[src/cpu16_pkg.sv]
package cpu16_pkg;

	localparam int WORD_W = 16;
	localparam int REG_AW = 3;
	localparam int NUM_REGS = 8;

	typedef logic [WORD_W-1:0] word_t;
	typedef logic [REG_AW-1:0] reg_addr_t;

	localparam word_t RESET_PC = 16'd0;

	// Instruction fields
	localparam int OP_HI = 15;
	localparam int OP_LO = 11;
	localparam int RX_HI = 10;
	localparam int RX_LO = 8;
	localparam int RY_HI = 7;
	localparam int RY_LO = 5;
	localparam int RZ_HI = 4;
	localparam int RZ_LO = 2;
	localparam int IMM8_HI = 7;
	localparam int IMM11_HI = 10;

	typedef enum logic [4:0] {
		OP_NOP   = 5'd0,
		OP_ADDU  = 5'd1,
		OP_SUBU  = 5'd2,
		OP_AND   = 5'd3,
		OP_OR    = 5'd4,
		OP_LI    = 5'd5,
		OP_ADDIU = 5'd6,
		OP_BEQZ  = 5'd7,
		OP_B     = 5'd8
	} op_t;

	typedef enum logic [2:0] {
		ALU_ADD,
		ALU_SUB,
		ALU_AND,
		ALU_OR,
		ALU_PASS_B
	} alu_op_t;

	typedef enum logic [1:0] {
		BR_NONE,
		BR_BEQZ,
		BR_B
	} br_kind_t;

	typedef struct packed {
		word_t pc;
		word_t instr;
	} if_id_t;

	typedef struct packed {
		word_t     pc;
		word_t     instr;
		word_t     op_a;
		word_t     op_b;
		reg_addr_t src_a;
		reg_addr_t src_b;
		word_t     imm;
		logic      use_imm;
		alu_op_t   alu_op;
		logic      we;
		reg_addr_t rd;
		br_kind_t  br;
		logic      illegal;
	} id_ex_t;

endpackage

[src/cpu16_core.sv]
`timescale 1ns/100ps

module cpu16_core import cpu16_pkg::*; (
	input  logic      clk,
	input  logic      rst_n,
	input  logic      run,
	input  word_t     imem_data,
	output word_t     imem_addr,
	output logic      retire,
	output word_t     retire_pc,
	output logic      wb_en,
	output reg_addr_t wb_addr,
	output word_t     wb_value,
	output logic      illegal
);

	logic      hold;
	logic      redirect;
	word_t     redirect_pc;
	word_t     if_pc;
	logic      fetch_valid;
	if_id_t    if_payload;
	if_id_t    id_payload;
	logic      id_valid;
	reg_addr_t rf_raddr_a;
	reg_addr_t rf_raddr_b;
	word_t     rf_rdata_a;
	word_t     rf_rdata_b;
	id_ex_t    id_ex_next;
	id_ex_t    ex_payload;
	logic      ex_valid;
	logic      res_valid;
	logic      res_we;
	reg_addr_t res_addr;
	word_t     res_value;
	word_t     res_pc;
	logic      res_illegal;

	assign hold = ~run;
	assign imem_addr = if_pc;
	assign if_payload = '{pc: if_pc, instr: imem_data};

	// IF stage
	fetch_unit u_fetch (
		.clk(clk),
		.rst_n(rst_n),
		.run(run),
		.redirect(redirect),
		.redirect_pc(redirect_pc),
		.pc(if_pc),
		.fetch_valid(fetch_valid)
	);

	pipe_reg #(.payload_t(if_id_t)) u_if_id (
		.clk(clk),
		.rst_n(rst_n),
		.hold(hold),
		.flush(redirect),
		.valid_in(fetch_valid),
		.data_in(if_payload),
		.valid_out(id_valid),
		.data_out(id_payload)
	);

	// ID stage
	register_file u_regs (
		.clk(clk),
		.rst_n(rst_n),
		.we(wb_en),
		.waddr(wb_addr),
		.wdata(wb_value),
		.raddr_a(rf_raddr_a),
		.raddr_b(rf_raddr_b),
		.rdata_a(rf_rdata_a),
		.rdata_b(rf_rdata_b)
	);

	decoder u_decoder (
		.if_pc(id_payload.pc),
		.instr(id_payload.instr),
		.rdata_a(rf_rdata_a),
		.rdata_b(rf_rdata_b),
		.raddr_a(rf_raddr_a),
		.raddr_b(rf_raddr_b),
		.id_ex(id_ex_next)
	);

	pipe_reg #(.payload_t(id_ex_t)) u_id_ex (
		.clk(clk),
		.rst_n(rst_n),
		.hold(hold),
		.flush(redirect),
		.valid_in(id_valid),
		.data_in(id_ex_next),
		.valid_out(ex_valid),
		.data_out(ex_payload)
	);

	// EXE stage
	execute_unit u_execute (
		.valid(ex_valid),
		.id_ex(ex_payload),
		.fwd_en(wb_en),
		.fwd_addr(wb_addr),
		.fwd_value(wb_value),
		.res_valid(res_valid),
		.res_we(res_we),
		.res_addr(res_addr),
		.res_value(res_value),
		.res_pc(res_pc),
		.res_illegal(res_illegal),
		.redirect(redirect),
		.redirect_pc(redirect_pc)
	);

	// WB stage
	writeback_stage u_writeback (
		.clk(clk),
		.rst_n(rst_n),
		.run(run),
		.res_valid(res_valid),
		.res_we(res_we),
		.res_addr(res_addr),
		.res_value(res_value),
		.res_pc(res_pc),
		.res_illegal(res_illegal),
		.retire(retire),
		.retire_pc(retire_pc),
		.wb_en(wb_en),
		.wb_addr(wb_addr),
		.wb_value(wb_value),
		.illegal(illegal)
	);

endmodule

[src/decoder.sv]
`timescale 1ns/100ps

module decoder import cpu16_pkg::*; (
	input  word_t     if_pc,
	input  word_t     instr,
	input  word_t     rdata_a,
	input  word_t     rdata_b,
	output reg_addr_t raddr_a,
	output reg_addr_t raddr_b,
	output id_ex_t    id_ex
);

	op_t       op;
	reg_addr_t rx;
	reg_addr_t ry;
	reg_addr_t rz;
	word_t     imm8_s;
	word_t     imm8_z;
	word_t     imm11_s;

	assign op = op_t'(instr[OP_HI:OP_LO]);
	assign rx = instr[RX_HI:RX_LO];
	assign ry = instr[RY_HI:RY_LO];
	assign rz = instr[RZ_HI:RZ_LO];

	assign imm8_s = {{(WORD_W-IMM8_HI-1){instr[IMM8_HI]}}, instr[IMM8_HI:0]};
	assign imm8_z = {{(WORD_W-IMM8_HI-1){1'b0}}, instr[IMM8_HI:0]};
	assign imm11_s = {{(WORD_W-IMM11_HI-1){instr[IMM11_HI]}}, instr[IMM11_HI:0]};

	always_comb begin
		raddr_a = '0;
		raddr_b = '0;
		id_ex = '0;
		id_ex.pc = if_pc;
		id_ex.instr = instr;
		id_ex.alu_op = ALU_ADD;
		id_ex.br = BR_NONE;
		case (op)
			OP_NOP: begin
			end
			OP_ADDU, OP_SUBU, OP_AND, OP_OR: begin
				raddr_a = rx;
				raddr_b = ry;
				id_ex.we = 1'b1;
				id_ex.rd = rz;
				case (op)
					OP_SUBU: id_ex.alu_op = ALU_SUB;
					OP_AND:  id_ex.alu_op = ALU_AND;
					OP_OR:   id_ex.alu_op = ALU_OR;
					default: id_ex.alu_op = ALU_ADD;
				endcase
			end
			OP_LI: begin
				id_ex.imm = imm8_z;
				id_ex.use_imm = 1'b1;
				id_ex.alu_op = ALU_PASS_B;
				id_ex.we = 1'b1;
				id_ex.rd = rx;
			end
			OP_ADDIU: begin
				raddr_a = rx;
				id_ex.imm = imm8_s;
				id_ex.use_imm = 1'b1;
				id_ex.we = 1'b1;
				id_ex.rd = rx;
			end
			OP_BEQZ: begin
				raddr_a = rx;
				id_ex.imm = imm8_s;
				id_ex.br = BR_BEQZ;
			end
			OP_B: begin
				id_ex.imm = imm11_s;
				id_ex.br = BR_B;
			end
			// Unknown opcode retires as a NOP
			default: id_ex.illegal = 1'b1;
		endcase
		id_ex.src_a = raddr_a;
		id_ex.src_b = raddr_b;
		id_ex.op_a = rdata_a;
		id_ex.op_b = rdata_b;
	end

	always_comb begin
		alu_op_known: assert (!$isunknown(id_ex.alu_op));
	end

endmodule

[src/execute_unit.sv]
`timescale 1ns/100ps

module execute_unit import cpu16_pkg::*; (
	input  logic      valid,
	input  id_ex_t    id_ex,
	input  logic      fwd_en,
	input  reg_addr_t fwd_addr,
	input  word_t     fwd_value,
	output logic      res_valid,
	output logic      res_we,
	output reg_addr_t res_addr,
	output word_t     res_value,
	output word_t     res_pc,
	output logic      res_illegal,
	output logic      redirect,
	output word_t     redirect_pc
);

	word_t opnd_a;
	word_t opnd_b;
	word_t alu_b;
	logic  taken;

	always_comb begin
		// Bypass from the instruction now in writeback
		opnd_a = id_ex.op_a;
		opnd_b = id_ex.op_b;
		if (fwd_en && fwd_addr == id_ex.src_a) begin
			opnd_a = fwd_value;
		end
		if (fwd_en && fwd_addr == id_ex.src_b) begin
			opnd_b = fwd_value;
		end
		alu_b = id_ex.use_imm ? id_ex.imm : opnd_b;

		case (id_ex.alu_op)
			ALU_SUB:    res_value = opnd_a - alu_b;
			ALU_AND:    res_value = opnd_a & alu_b;
			ALU_OR:     res_value = opnd_a | alu_b;
			ALU_PASS_B: res_value = alu_b;
			default:    res_value = opnd_a + alu_b;
		endcase

		case (id_ex.br)
			BR_BEQZ: taken = (opnd_a == '0);
			BR_B:    taken = 1'b1;
			default: taken = 1'b0;
		endcase
	end

	assign redirect = valid & taken;
	assign redirect_pc = id_ex.pc + word_t'(1) + id_ex.imm;

	assign res_valid = valid;
	assign res_we = id_ex.we;
	assign res_addr = id_ex.rd;
	assign res_pc = id_ex.pc;
	assign res_illegal = id_ex.illegal;

	always_comb begin
		redirect_from_branch: assert (!redirect || (valid && id_ex.br != BR_NONE));
	end

endmodule

[src/fetch_unit.sv]
`timescale 1ns/100ps

module fetch_unit import cpu16_pkg::*; (
	input  logic  clk,
	input  logic  rst_n,
	input  logic  run,
	input  logic  redirect,
	input  word_t redirect_pc,
	output word_t pc,
	output logic  fetch_valid
);

	// First cycle out of reset fetches nothing and pc stays at RESET_PC
	always_ff @(posedge clk or negedge rst_n) begin
		if (!rst_n) begin
			pc <= RESET_PC;
			fetch_valid <= 1'b0;
		end else if (run) begin
			fetch_valid <= 1'b1;
			if (redirect) begin
				pc <= redirect_pc;
			end else if (fetch_valid) begin
				pc <= pc + word_t'(1);
			end
		end
	end

endmodule

[src/pipe_reg.sv]
`timescale 1ns/100ps

module pipe_reg #(
	parameter type payload_t = logic
) (
	input  logic     clk,
	input  logic     rst_n,
	input  logic     hold,
	input  logic     flush,
	input  logic     valid_in,
	input  payload_t data_in,
	output logic     valid_out,
	output payload_t data_out
);

	always_ff @(posedge clk or negedge rst_n) begin
		if (!rst_n) begin
			valid_out <= 1'b0;
		end else if (!hold) begin
			valid_out <= valid_in & ~flush;
		end
	end

	always_ff @(posedge clk) begin
		if (!hold) begin
			data_out <= data_in;
		end
	end

	// A squashed slot stays empty
	flush_empties_slot: assert property (@(posedge clk) disable iff (!rst_n)
		flush && !hold |=> !valid_out);

endmodule

[src/register_file.sv]
`timescale 1ns/100ps

module register_file import cpu16_pkg::*; (
	input  logic      clk,
	input  logic      rst_n,
	input  logic      we,
	input  reg_addr_t waddr,
	input  word_t     wdata,
	input  reg_addr_t raddr_a,
	input  reg_addr_t raddr_b,
	output word_t     rdata_a,
	output word_t     rdata_b
);

	word_t regs [NUM_REGS];

	always_ff @(posedge clk or negedge rst_n) begin
		if (!rst_n) begin
			for (int i = 0; i < NUM_REGS; i++) begin
				regs[i] <= '0;
			end
		end else if (we) begin
			regs[waddr] <= wdata;
		end
	end

	// Write-through so decode sees the value retiring this cycle
	always_comb begin
		rdata_a = regs[raddr_a];
		rdata_b = regs[raddr_b];
		if (we && waddr == raddr_a) begin
			rdata_a = wdata;
		end
		if (we && waddr == raddr_b) begin
			rdata_b = wdata;
		end
	end

endmodule

[src/writeback_stage.sv]
`timescale 1ns/100ps

module writeback_stage import cpu16_pkg::*; (
	input  logic      clk,
	input  logic      rst_n,
	input  logic      run,
	input  logic      res_valid,
	input  logic      res_we,
	input  reg_addr_t res_addr,
	input  word_t     res_value,
	input  word_t     res_pc,
	input  logic      res_illegal,
	output logic      retire,
	output word_t     retire_pc,
	output logic      wb_en,
	output reg_addr_t wb_addr,
	output word_t     wb_value,
	output logic      illegal
);

	logic valid_q;

	always_ff @(posedge clk or negedge rst_n) begin
		if (!rst_n) begin
			valid_q <= 1'b0;
			wb_en <= 1'b0;
			illegal <= 1'b0;
		end else if (run) begin
			valid_q <= res_valid;
			wb_en <= res_valid & res_we & ~res_illegal;
			illegal <= res_valid & res_illegal;
		end
	end

	always_ff @(posedge clk) begin
		if (run) begin
			retire_pc <= res_pc;
			wb_addr <= res_addr;
			wb_value <= res_value;
		end
	end

	// Counted in the cycle before the entry is replaced
	assign retire = valid_q & run;

endmodule
[config.mk]
export PLATFORM = sky130hd
export DESIGN_NAME = cpu16_core
export DESIGN_NICKNAME = d
export VERILOG_FILES = /design/src/cpu16_pkg.sv /design/src/cpu16_core.sv /design/src/decoder.sv /design/src/execute_unit.sv /design/src/fetch_unit.sv /design/src/pipe_reg.sv /design/src/register_file.sv /design/src/writeback_stage.sv
export SDC_FILE = /design/constraint.sdc
export NUM_CORES = 1
export LEC_CHECK = 0
export BUFFER_PORTS_ARGS = -buffer_cell sky130_fd_sc_hd__buf_2
export CAP_MARGIN = 30
export CELL_PAD_IN_SITES_DETAIL_PLACEMENT = 2
export CELL_PAD_IN_SITES_GLOBAL_PLACEMENT = 2
export CORE_UTILIZATION = 38
export DETAILED_ROUTE_END_ITERATION = 10
export PLACE_DENSITY_LB_ADDON = 0.12
export SYNTH_ARGS = -nofsm -noshare
export SYNTH_HDL_FRONTEND = slang
export SYNTH_SLANG_ARGS = --single-unit
[constraint.sdc]
create_clock -name clk -period 4.5 [get_ports clk]
set_input_delay 0.9 -clock clk [delete_from_list [all_inputs] [get_ports clk]]
set_output_delay 0.9 -clock clk [all_outputs]
set_load 0.1 [all_outputs]
==> flow_metrics.env, run 1 <==
export IMPL_leakage_uw=0.00807
export IMPL_clock_power_share=0.267
export IMPL_cts_sinks=293
export IMPL_core_sq_mm=0.0430
export IMPL_grt_pass1_vias=13616
export IMPL_ir_drop_uv=276
export IMPL_yosysWarnings=0
export IMPL_port_buffers=72
export IMPL_place_congestion=0.852
export IMPL_synth_seq_cells=293
export IMPL_synth_simple_gate_area_frac=0.0982
export IMPL_start_util=0.385
export IMPL_drc=0
export IMPL_fin_crit_ns=4.46
export IMPL_synth_top_family_by_area="multiplexers"
export IMPL_synth_edf_count=143
export IMPL_finish_utilization=0.447
export IMPL_grt_use_total=0.268
export IMPL_area_growth_pct=16.2
export IMPL_grt_pass1_wl_mm=88.2
export IMPL_netlist_area_sq_mm=0.0165
export IMPL_cts_tree="built"
export IMPL_die_width_um=211
export IMPL_power_density_mw_per_mm2=575
export IMPL_rows=76
export IMPL_netlist_instances=1477
export IMPL_worstMarginPinSlew_ns=0.924
export IMPL_nNetsFinal=1612
export IMPL_synth_compound_area_frac=0.144
export IMPL_syn_avg_cell_area_sq_um=11.2
export IMPL_internal_power_uw=6680
export IMPL_clkTransAtPathRegs_ns=0.07
export IMPL_cts_buffers=36
export IMPL_antenna_left=0
export IMPL_detailedRoute_firstPassIterationCount=5
export IMPL_setup_viol=0
export IMPL_clock_path_buffers=3
export IMPL_p_sw_uw=4370
export IMPL_root_buffer="clkbuf_16"
export IMPL_ys_seq_area_frac=0.487
export IMPL_grt_overflow=0
export IMPL_drive_gt1_frac=0.302
export IMPL_status="finished, final reports clean"
export IMPL_tns_ns=0
export IMPL_rsz0062_at_grt="yes"
export IMPL_vias=12710
export IMPL_arrival_ns=4.77
export IMPL_synth_xor_area_share=0.0303
export IMPL_slew_headroom=0.384
export IMPL_synth_nets=1534
export IMPL_final_hold_viol_count=0
export IMPL_fmax_ghz=0.224
export IMPL_via_per_inst=5.87
export IMPL_dieArea_sq_mm=0.0443
export IMPL_critPathMaxFanout=7
export IMPL_hp_class="input port to async pin"
export IMPL_p_comb_frac=0.364
export IMPL_max_cap_violations=0
export IMPL_grt_antenna_before_repair=1
export IMPL_grt_max_degree=112
export IMPL_fp_dieH_um=211
export IMPL_end_kind="register"
export IMPL_insertedDiodeCount=0
export IMPL_synth_ff_type="dfrtp_1"
export IMPL_seqPwrFrac=0.370
export IMPL_cp_required_ns=4.81
export IMPL_finalMaxSlewViolations=0
export IMPL_start_kind="register"
export IMPL_timing_hold_ws_ns=0.369
export IMPL_drtIter0Drc=645
export IMPL_io_pins=73
export IMPL_hpwlAfterDp_mm=38.4
export IMPL_finalPower_uw=11000
export IMPL_insertion_delay_ns=0.56
export IMPL_routedWlPerCell_um=27.2
export IMPL_yosysUniqueCellTypes=70
export IMPL_setup_worst_path_class="register to register"
export IMPL_synth_fa_ha_area_frac=0.0388
export IMPL_clock_skew_ns=0.0180
export IMPL_fin_crit_sh=0.991
export IMPL_sw_frac_of_total=0.396
export IMPL_async_flop_share=0.512
export IMPL_fillers=4397
export IMPL_finalWirelength_mm=58.9
export IMPL_htreeDepth=2
export IMPL_muxShareOfSynthArea=0.168
==> cell families after synthesis <==
kind of cell	Yosys count
DFF	293
muxes	249
buffers and inverters	145
adders and majority gates	53
AOI/OAI and AO/OA	349
xor gates and xnor gates	55
and+or+nand+nor	333
==> cell usage in the layout, fill, tap and decap left out, types with 35 or more instances in the layout <==
cell	instances
clkbuf_16	38
edfxtp_1	143
o221ai_1	36
mux2_2	223
dfrtp_1	150
buf_4	72
inv_1	35
buf_2	70
nand2_1	98
a21oi_1	91
a31oi_1	37
nor2_1	89
==> worst max-delay path, stage by stage (launching register included) <==
cell	delay, ns
edfxtp_1	0.44
xnor2_2	0.25
nand4_4	0.26
mux2i_2	0.26
o21ai_2	0.13
nor4_4	0.26
buf_4	0.20
nand3_4	0.08
or4_4	0.47
o41ai_4	0.26
xor2_1	0.12
ha_2	0.21
or3_1	0.37
o21ai_0	0.11
a21oi_1	0.12
xnor2_2	0.18
nand3_1	0.11
o31ai_1	0.07
o31a_1	0.30
==> cells in the mapped netlist (all sizes together) (3+ instances only) <==
| master | count | area share |
|---|---|---|
| nand4b | 3 | 0.0016 |
| o22ai | 13 | 0.0049 |
| o41ai | 4 | 0.0026 |
| a211oi | 3 | 0.0014 |
| o221ai | 36 | 0.019 |
| maj3 | 15 | 0.0091 |
| a31oi | 38 | 0.014 |
| a41oi | 3 | 0.0016 |
| or2 | 4 | 0.0015 |
| nand2b | 6 | 0.0023 |
| nor4 | 10 | 0.0047 |
| clkbuf | 96 | 0.022 |
| dfrtp | 150 | 0.23 |
| ha | 36 | 0.027 |
| nand4 | 7 | 0.0036 |
| mux2i | 16 | 0.0097 |
| buf | 10 | 0.0033 |
| and2 | 11 | 0.0042 |
| mux2 | 233 | 0.16 |
| nand3 | 18 | 0.0054 |
| o21ai | 51 | 0.016 |
| a22o | 33 | 0.017 |
| nor2b | 36 | 0.014 |
| nor2 | 90 | 0.020 |
| o22a | 5 | 0.0026 |
| and3 | 5 | 0.0019 |
| nor3 | 20 | 0.0061 |
| o311a | 4 | 0.0024 |
| a221oi | 30 | 0.016 |
| xor2 | 20 | 0.011 |
| nor3b | 5 | 0.0023 |
| or3 | 10 | 0.0038 |
| o21bai | 3 | 0.0014 |
| inv | 37 | 0.0084 |
| o21a | 6 | 0.0027 |
| xnor2 | 35 | 0.020 |
| nand3b | 3 | 0.0014 |
| edfxtp | 143 | 0.26 |
| a21o | 10 | 0.0045 |
| a21oi | 94 | 0.028 |
| nand2 | 100 | 0.023 |
==> routing by layer <==
| metal | GRT usage | vias to the layer above | share of wire | wire (um) |
|---|---|---|---|---|
| met2 | 0.447 | 230 | 0.48 | 28400 |
| met3 | 0.0380 | 80 | 0.035 | 2090 |
| met1 | 0.359 | 6699 | 0.46 | 27000 |
| met5 | 0 | - | 0 | 0 |
| li1 | - | 5701 | - | - |
| met4 | 0.0867 | 0 | 0.026 | 1510 |
==> area by class of cell <==
cell class	count	area [sq um]	area share
Clock buffer	48	1030	0.0536
Timing Repair Buffer	146	953	0.0496
Inverter	39	146	0.00762
Sequential cell	293	8050	0.419
Clock inverter	17	155	0.00808
Multi-Input combinational cell	1039	8140	0.424
Tap cell	585	732	0.0381
==> power groups by stage <==
stage	Sequential [uW]	Combinational, uW	Clock, uW
global route	4160	4290	3100
global placement	4060	3800	0
CTS	4070	3950	3020
floorplan	4770	2050	0
finish	4080	4020	2950
detailed placement	4110	3900	0
==> worst paths after layout <==
kind                            slack [ns]                       end  cells after the start                    from
min in group clk                      0.42      u_id_ex.data_out[81]                      0    u_if_id.data_out[16]
worst max register to register        0.04  u_writeback.wb_value[15]                     18  u_writeback.wb_addr[1]
max in group asynchronous             3.19         u_if_id.valid_out                      2                   rst_n
worst min register to register        0.42      u_id_ex.data_out[81]                      0    u_if_id.data_out[16]
worst max-delay path                  0.04  u_writeback.wb_value[15]                     18  u_writeback.wb_addr[1]
worst min-delay path                  0.37            u_regs.regs[3]                      1                   rst_n
==> through the flow <==
step                setup WS, ns  area, sq um  cells
detailed placement        0.0330        17900   2097
finish                    0.0420        19200   2167
global placement           0.177        17900   2097
CTS                      0.00751        19100   2162
global route              -0.142        19200   2167
floorplan                 -0.191        16600   1477
==> state kept, by name, indices dropped and copies added (netlist names) <==
signal	flops
u_writeback.retire_pc	16
u_fetch.pc	16
u_regs.regs	128
u_writeback.wb_addr	3
u_id_ex.data_out	76
u_writeback.valid_q	1
u_fetch.fetch_valid	1
u_writeback.illegal	1
u_id_ex.valid_out	1
u_if_id.data_out	32
u_if_id.valid_out	1
u_writeback.wb_value	16
u_writeback.wb_en	1
==> repair_timing <==
item,CTS,global route
resized for setup,2,21
pin swaps,1,5
hold buffers,0,0
buffers inserted,0,5
endpoints found under the setup margin,1,6
No activity file was read; power rests on OpenSTA's default activity.
==> run 2, diff against run 1 <==
--- a/config.mk
+++ b/config.mk
@@ -9,6 +9,7 @@
 export CAP_MARGIN = 30
 export CELL_PAD_IN_SITES_DETAIL_PLACEMENT = 2
 export CELL_PAD_IN_SITES_GLOBAL_PLACEMENT = 2
+export CORE_ASPECT_RATIO = 0.75
 export CORE_UTILIZATION = 38
 export DETAILED_ROUTE_END_ITERATION = 10
 export PLACE_DENSITY_LB_ADDON = 0.12
==> flow_metrics.env, run 2 (synthesis gave the netlist of run 1 again) <==
export IMPL_layout_commonest_cell="mux2_2"
export IMPL_layout_common_cells="mux2_2 (223), dfrtp_1 (150), edfxtp_1 (143), nand2_1 (100), a21oi_1 (90)"
export IMPL_leakage_uw=0.00809
export IMPL_finalMaxSlewViolations=0
export IMPL_grt_antenna_before_repair=0
export IMPL_reg2reg_depth=17
export IMPL_ctsHoldBuffers=0
export IMPL_ir_drop_uv=352
export IMPL_die_width_um=243
export IMPL_cts_buffers=34
export IMPL_crit_family="simple AND/OR/NAND/NOR gates"
export IMPL_fillers=4317
export IMPL_antenna_left=0
export IMPL_r2r_end="u_writeback.wb_value[15]"
export IMPL_start_kind="register"
export IMPL_fp_dieH_um=183
export IMPL_dieArea_sq_mm=0.0443
export IMPL_end_kind="register"
export IMPL_setup_viol=0
export IMPL_finalPower_uw=11200
export IMPL_top_register="u_regs.regs"
export IMPL_clock_path_buffers=3
export IMPL_clock_skew_ns=0.0218
export IMPL_start_util=0.389
export IMPL_critPathLaunch="u_id_ex.data_out[28]"
export IMPL_path_cells="xnor2_2 -> nand4_4 -> mux2i_2 -> o21ai_2 -> nor4_4 -> nand3_2 -> or4_4 -> o41ai_4 -> xor2_1 -> ha_1 -> or3_1 -> o21ai_0 -> a21oi_2 -> xnor2_2 -> nand3_1 -> o31ai_1 -> o31a_1"
export IMPL_grt_max_degree=148
export IMPL_critical_path_most_common_cell="xnor2_2"
export IMPL_core_sq_mm=0.0425
export IMPL_area_growth_pct=16.5
export IMPL_max_stage_delay_ns=0.47
export IMPL_fin_crit_ns=4.41
export IMPL_cp_required_ns=4.78
export IMPL_status="finished, final reports clean"
export IMPL_cts_tree="built"
export IMPL_drive_gt1_frac=0.300
export IMPL_grt_overflow=0
export IMPL_vias=13005
export IMPL_worstMarginPinSlew_ns=0.955
export IMPL_nNetsFinal=1613
export IMPL_grt_pass1_vias=13919
export IMPL_insertedDiodeCount=0
export IMPL_cp_endpoint="u_writeback.wb_value[15]"
export IMPL_path_depth=17
export IMPL_cp_slowest_cell="or4_4"
export IMPL_setup_worst_path_class="register to register"
export IMPL_fmax_ghz=0.227
export IMPL_hpwlAfterDp_mm=41.0
export IMPL_htreeDepth=2
export IMPL_io_pins=73
export IMPL_drc=0
export IMPL_critPathMaxFanout=7
export IMPL_via_per_inst=6.05
export IMPL_cts_sinks=293
export IMPL_drtIter0Drc=855
export IMPL_finalWirelength_mm=61.0
export IMPL_max_cap_violations=0
export IMPL_power_density_mw_per_mm2=582
export IMPL_routedWlPerCell_um=28.4
export IMPL_final_hold_viol_count=0
export IMPL_reg2reg_from="u_id_ex.data_out[28]"
export IMPL_critPathBufInv=0
export IMPL_grt_use_total=0.273
export IMPL_arrival_ns=4.69
export IMPL_fin_crit_sh=0.980
export IMPL_tns_ns=0
export IMPL_reg2reg_slack_ns=0.09
export IMPL_place_congestion=0.859
export IMPL_rows=65
export IMPL_port_buffers=72
export IMPL_clkTransAtPathRegs_ns=0.06
export IMPL_reg_top3="u_regs.regs: 128 flops, u_id_ex.data_out: 76 flops, u_if_id.data_out: 32 flops"
export IMPL_hp_class="input port to async pin"
export IMPL_insertion_delay_ns=0.54
export IMPL_grt_pass1_wl_mm=91.4
export IMPL_slew_headroom=0.363
export IMPL_detailedRoute_firstPassIterationCount=7
export IMPL_largest_register_ffs=128
export IMPL_root_buffer="clkbuf_16"
## run 2: cell types whose count changed in the layout (fill, tap and decap cells not counted), sizes merged
cell | before | now
clkbuf | 48 | 46
clkinvlp | 3 | 2
inv | 37 | 39
buf | 146 | 149
clkinv | 14 | 8
bufinv | 2 | 5
## run 2: stage by stage
step / hold WS [ns] / area, sq um / util / worst slack [ns] / std cells
4_1_cts: 0.420 / 19100 / 0.450 / 0.0421 / 2147
6_report: 0.415 / 19300 / 0.454 / 0.0904 / 2150
3_5_place_dp: 0.406 / 17900 / 0.421 / 0.0351 / 2086
3_3_place_gp: 0.401 / 17900 / 0.421 / 0.243 / 2085
5_1_grt: 0.429 / 19300 / 0.454 / -0.0924 / 2150
2_1_floorplan: 0.400 / 16600 / - / -0.191 / 1477
## run 2: timing repair
action | in CTS | in global routing
hold endpoints to repair | 0 | 0
buffers inserted | 0 | 3
cloned | 0 | 0
pin swaps | 0 | 7
resized for setup | 2 | 27
endpoints found under the setup margin | 1 | 8
## run 2: cell type report
type	instances	area [sq um]	area share
multi-input combinational	1039	8180	0.425
clock buffer	46	970	0.0504
clock inverter	15	220	0.0114
inverter	39	146	0.00760
timing repair buffer	149	987	0.0513
sequential	293	8050	0.418
tap	569	712	0.0370
## run 2: power by group
| group | leakage (uW) | total, uW | switching, uW | internal (uW) |
|---|---|---|---|---|
| clock | 0.000574 | 3020 | 1210 | 1810 |
| combinational | 0.00414 | 4070 | 2640 | 1430 |
| sequential | 0.00338 | 4120 | 593 | 3530 |
| total | 0.00809 | 11200 | 4440 | 6770 |
## run 2: worst reg2reg max path, stage by stage (launching register included)
cell and delay [ns]:
edfxtp_1 0.45, xnor2_2 0.27, nand4_4 0.27, mux2i_2 0.31, o21ai_2 0.12, nor4_4 0.32, nand3_2 0.13, or4_4 0.47
o41ai_4 0.25, xor2_1 0.12, ha_1 0.25, or3_1 0.37, o21ai_0 0.11, a21oi_2 0.08, xnor2_2 0.17, nand3_1 0.10
o31ai_1 0.07, o31a_1 0.31
## run 2: worst min path at each step
stage                          from                   end  slack, ns  cells after the start
2_1_floorplan  u_if_id.data_out[16]  u_id_ex.data_out[81]       0.40                      0
3_3_place_gp   u_if_id.data_out[26]  u_id_ex.data_out[91]       0.40                      0
3_5_place_dp   u_if_id.data_out[23]  u_id_ex.data_out[88]       0.41                      0
4_1_cts        u_if_id.data_out[23]  u_id_ex.data_out[88]       0.42                      0
5_1_grt        u_if_id.data_out[27]  u_id_ex.data_out[92]       0.43                      0
6_report                      rst_n       u_regs.regs[20]       0.41                      1
## run 2: metal layers
| metal | GRT usage | routed length, um | vias up |
|---|---|---|---|
| met2 | 0.423 | 27100 | 355 |
| met1 | 0.403 | 29900 | 6886 |
| met3 | 0.0369 | 2910 | 72 |
| met4 | 0.0639 | 1110 | 0 |
| met5 | 0 | 0 | - |
| li1 | - | - | 5692 |
==> run 3, diff against run 2 <==
--- a/config.mk
+++ b/config.mk
@@ -5,12 +5,13 @@
 export SDC_FILE = /design/constraint.sdc
 export NUM_CORES = 1
 export LEC_CHECK = 0
+export ABC_AREA = 1
 export BUFFER_PORTS_ARGS = -buffer_cell sky130_fd_sc_hd__buf_2
 export CAP_MARGIN = 30
 export CELL_PAD_IN_SITES_DETAIL_PLACEMENT = 2
 export CELL_PAD_IN_SITES_GLOBAL_PLACEMENT = 2
 export CORE_ASPECT_RATIO = 0.75
-export CORE_UTILIZATION = 38
+export CORE_UTILIZATION = 35
 export DETAILED_ROUTE_END_ITERATION = 10
 export PLACE_DENSITY_LB_ADDON = 0.12
 export SYNTH_ARGS = -nofsm -noshare
==> flow_metrics.env, run 3 <==
export IMPL_status="finished, final reports clean"
export IMPL_drc=0
export IMPL_grt_pass1_vias=15293
export IMPL_finalWirelength_mm=62.1
export IMPL_drive_gt1_frac=0.122
export IMPL_netlist_instances=1850
export IMPL_clock_path_buffers=3
export IMPL_routedWlPerCell_um=24.6
export IMPL_port_buffers=72
export IMPL_synth_nets=1907
export IMPL_reg2reg_depth=22
export IMPL_yosysUniqueCellTypes=51
export IMPL_dieArea_sq_mm=0.0463
export IMPL_end_kind="register"
export IMPL_rows=67
export IMPL_fin_crit_sh=0.941
export IMPL_htreeDepth=2
export IMPL_timing_hold_ws_ns=0.418
export IMPL_largest_register_ffs=128
export IMPL_critical_path_most_common_cell="nand2_1"
export IMPL_start_kind="register"
export IMPL_synth_most_common_cell="nand2_1"
export IMPL_grt_overflow=0
export IMPL_area_growth_pct=14.3
export IMPL_io_pins=73
export IMPL_fillers=4961
export IMPL_cp_endpoint="u_writeback.wb_value[14]"
export IMPL_fmax_ghz=0.236
export IMPL_clkTransAtPathRegs_ns=0.06
export IMPL_grt_use_total=0.272
export IMPL_worstMarginPinSlew_ns=1.02
export IMPL_ys_seq_area_frac=0.506
export IMPL_synth_edf_count=143
export IMPL_netlist_area_sq_mm=0.0159
export IMPL_setup_worst_path_class="register to register"
export IMPL_grt_max_degree=78
export IMPL_nNetsFinal=1974
export IMPL_hpwlAfterDp_mm=41.9
export IMPL_ir_drop_uv=265
export IMPL_cp_required_ns=4.81
export IMPL_reg2reg_slack_ns=0.27
export IMPL_synth_top_cells_by_area="edfxtp_1 (27%), dfrtp_1 (24%), o21ai_0 (9.8%), nand2_1 (8.8%), nand3_1 (4.0%)"
export IMPL_hp_class="input port to async pin"
export IMPL_place_congestion=0.885
export IMPL_r2r_end="u_writeback.wb_value[14]"
export IMPL_insertion_delay_ns=0.53
export IMPL_power_density_mw_per_mm2=533
export IMPL_finish_utilization=0.406
export IMPL_leakage_uw=0.00801
export IMPL_layout_common_cells="nand2_1 (373), o21ai_0 (311), dfrtp_1 (150), inv_1 (148), edfxtp_1 (143)"
export IMPL_antenna_left=0
export IMPL_detailedRoute_firstPassIterationCount=5
export IMPL_max_stage_delay_ns=0.41
export IMPL_via_per_inst=5.63
export IMPL_yosysWarnings=0
export IMPL_tns_ns=0
export IMPL_synth_top_cell_by_area="edfxtp_1"
export IMPL_vias=14229
export IMPL_slew_headroom=0.316
export IMPL_yosysTopAreaCellShare=0.270
export IMPL_synth_ff_type="dfrtp_1"
export IMPL_critPathMaxFanout=16
export IMPL_path_depth=22
export IMPL_finalMaxSlewViolations=0
export IMPL_syn_avg_cell_area_sq_um=8.60
export IMPL_cts_tree="built"
export IMPL_core_sq_mm=0.0448
export IMPL_fp_dieH_um=187
export IMPL_top_register="u_regs.regs"
export IMPL_arrival_ns=4.55
export IMPL_preCtsSetupSlack_ns=0.0718
export IMPL_synth_seq_cells=293
export IMPL_final_hold_viol_count=0
export IMPL_layout_commonest_cell="nand2_1"
export IMPL_path_cells="inv_2 -> nand2_1 -> nand2_1 -> nor2_4 -> nand2_4 -> buf_4 -> nand2_1 -> nand3_1 -> nand2_1 -> ha_1 -> nand3_2 -> nor3_4 -> nand3_2 -> o21ai_1 -> xor2_1 -> ha_1 -> inv_1 -> nor3_2 -> nand3_1 -> nand3_1 -> nand2_1 -> o21ai_0"
export IMPL_reg_top3="u_regs.regs: 128 flops, u_id_ex.data_out: 76 flops, u_if_id.data_out: 32 flops"
export IMPL_setup_viol=0
export IMPL_async_flop_share=0.512
export IMPL_grt_antenna_before_repair=0
export IMPL_critPathLaunch="u_writeback.wb_addr[2]"
export IMPL_synthTopCellsByCount="nand2_1 (374), o21ai_0 (312), dfrtp_1 (150), inv_1 (149), edfxtp_1 (143)"
export IMPL_root_buffer="clkbuf_16"
export IMPL_fin_crit_ns=4.23
export IMPL_drtIter0Drc=1043
export IMPL_grt_pass1_wl_mm=95.9
export IMPL_start_util=0.355
export IMPL_cts_buffers=35
export IMPL_critPathBufInv=3
export IMPL_max_cap_violations=0
export IMPL_clock_skew_ns=0.0166
export IMPL_reg2reg_from="u_writeback.wb_addr[2]"
export IMPL_crit_family="simple AND/OR/NAND/NOR gates"
export IMPL_cp_slowest_cell="edfxtp_1"
export IMPL_layout_setup_ws_ns=0.266
export IMPL_die_width_um=248
export IMPL_insertedDiodeCount=0
export IMPL_cts_sinks=293
## run 3: cell types whose count changed after synthesis, sizes merged, moves of 36 or more
cell | before | now
o21ai | 51 | 337
nand2 | 100 | 383
mux2 | 233 | 0
inv | 37 | 152
nand3 | 18 | 131
o211ai | 2 | 64
nor2 | 90 | 128
nor2b | 36 | 0
## run 3: worst min-delay path by stage
stage | startpoint | depth (start not counted) | end
floorplan | u_if_id.data_out[16] | 0 | u_id_ex.data_out[81]
global placement | u_if_id.data_out[22] | 0 | u_id_ex.data_out[87]
detailed placement | u_if_id.data_out[17] | 0 | u_id_ex.data_out[82]
CTS | u_if_id.data_out[17] | 0 | u_id_ex.data_out[82]
global route | u_if_id.data_out[17] | 0 | u_id_ex.data_out[82]
finish | rst_n | 1 | u_regs.regs[76]
## run 3: kinds of logic after synthesis
| family | after synthesis | synth area share |
|---|---|---|
| adders and majority gates | 38 | 0.0308 |
| AOI/OAI and AO/OA | 545 | 0.191 |
| xor gates and xnor gates | 48 | 0.0269 |
| DFF | 293 | 0.506 |
| and+or+nand+nor | 674 | 0.181 |
| buffers and inverters | 252 | 0.0641 |
## run 3: repair_timing
item / 4_1_cts / 5_1_grt
endpoints found under the hold margin: 0 / 0
setup endpoints to repair: 0 / 6
hold buffers: 0 / 0
setup buffers: 0 / 6
gates resized for setup: 0 / 8
## run 3: metal layers
layer | up-vias | routed length (um) | global-route usage
met5 | - | 0 | 0
met4 | 0 | 1140 | 0.0553
met3 | 85 | 2670 | 0.0326
met2 | 304 | 27200 | 0.408
met1 | 7349 | 31000 | 0.417
li1 | 6491 | - | -
## run 3: layout make-up
class | instances | area [sq um] | share of cell area
sequential | 293 | 8050 | 0.442
tap | 586 | 733 | 0.0403
clock buffer | 54 | 997 | 0.0548
clock inverter | 8 | 95.1 | 0.00523
inverter | 158 | 593 | 0.0326
multi-input combinational | 1305 | 6900 | 0.379
timing repair buffer | 124 | 821 | 0.0451
## run 3: where the power goes
group | internal [uW] | switching [uW]
sequential | 3430 | 453
combinational | 811 | 2200
clock | 1640 | 1170
## run 3: through the flow
step                cell area, sq um  power [uW]  instances
floorplan                      15900        5890       1850
global placement               17000        6740       2459
detailed placement             17000        6890       2459
CTS                            18100        9760       2521
global route                   18200       10200       2528
finish                         18200        9700       2528
## run 3: worst reg2reg max path: stages (launching register included)
cell      delay, ns
edfxtp_1       0.41
inv_2          0.10
nand2_1        0.07
nand2_1        0.09
nor2_4         0.15
nand2_4        0.06
buf_4          0.20
nand2_1        0.08
nand3_1        0.06
nand2_1        0.14
ha_1           0.22
nand3_2        0.13
nor3_4         0.27
nand3_2        0.14
o21ai_1        0.24
xor2_1         0.13
ha_1           0.41
inv_1          0.12
nor3_2         0.31
nand3_1        0.24
nand3_1        0.12
nand2_1        0.05
o21ai_0        0.27
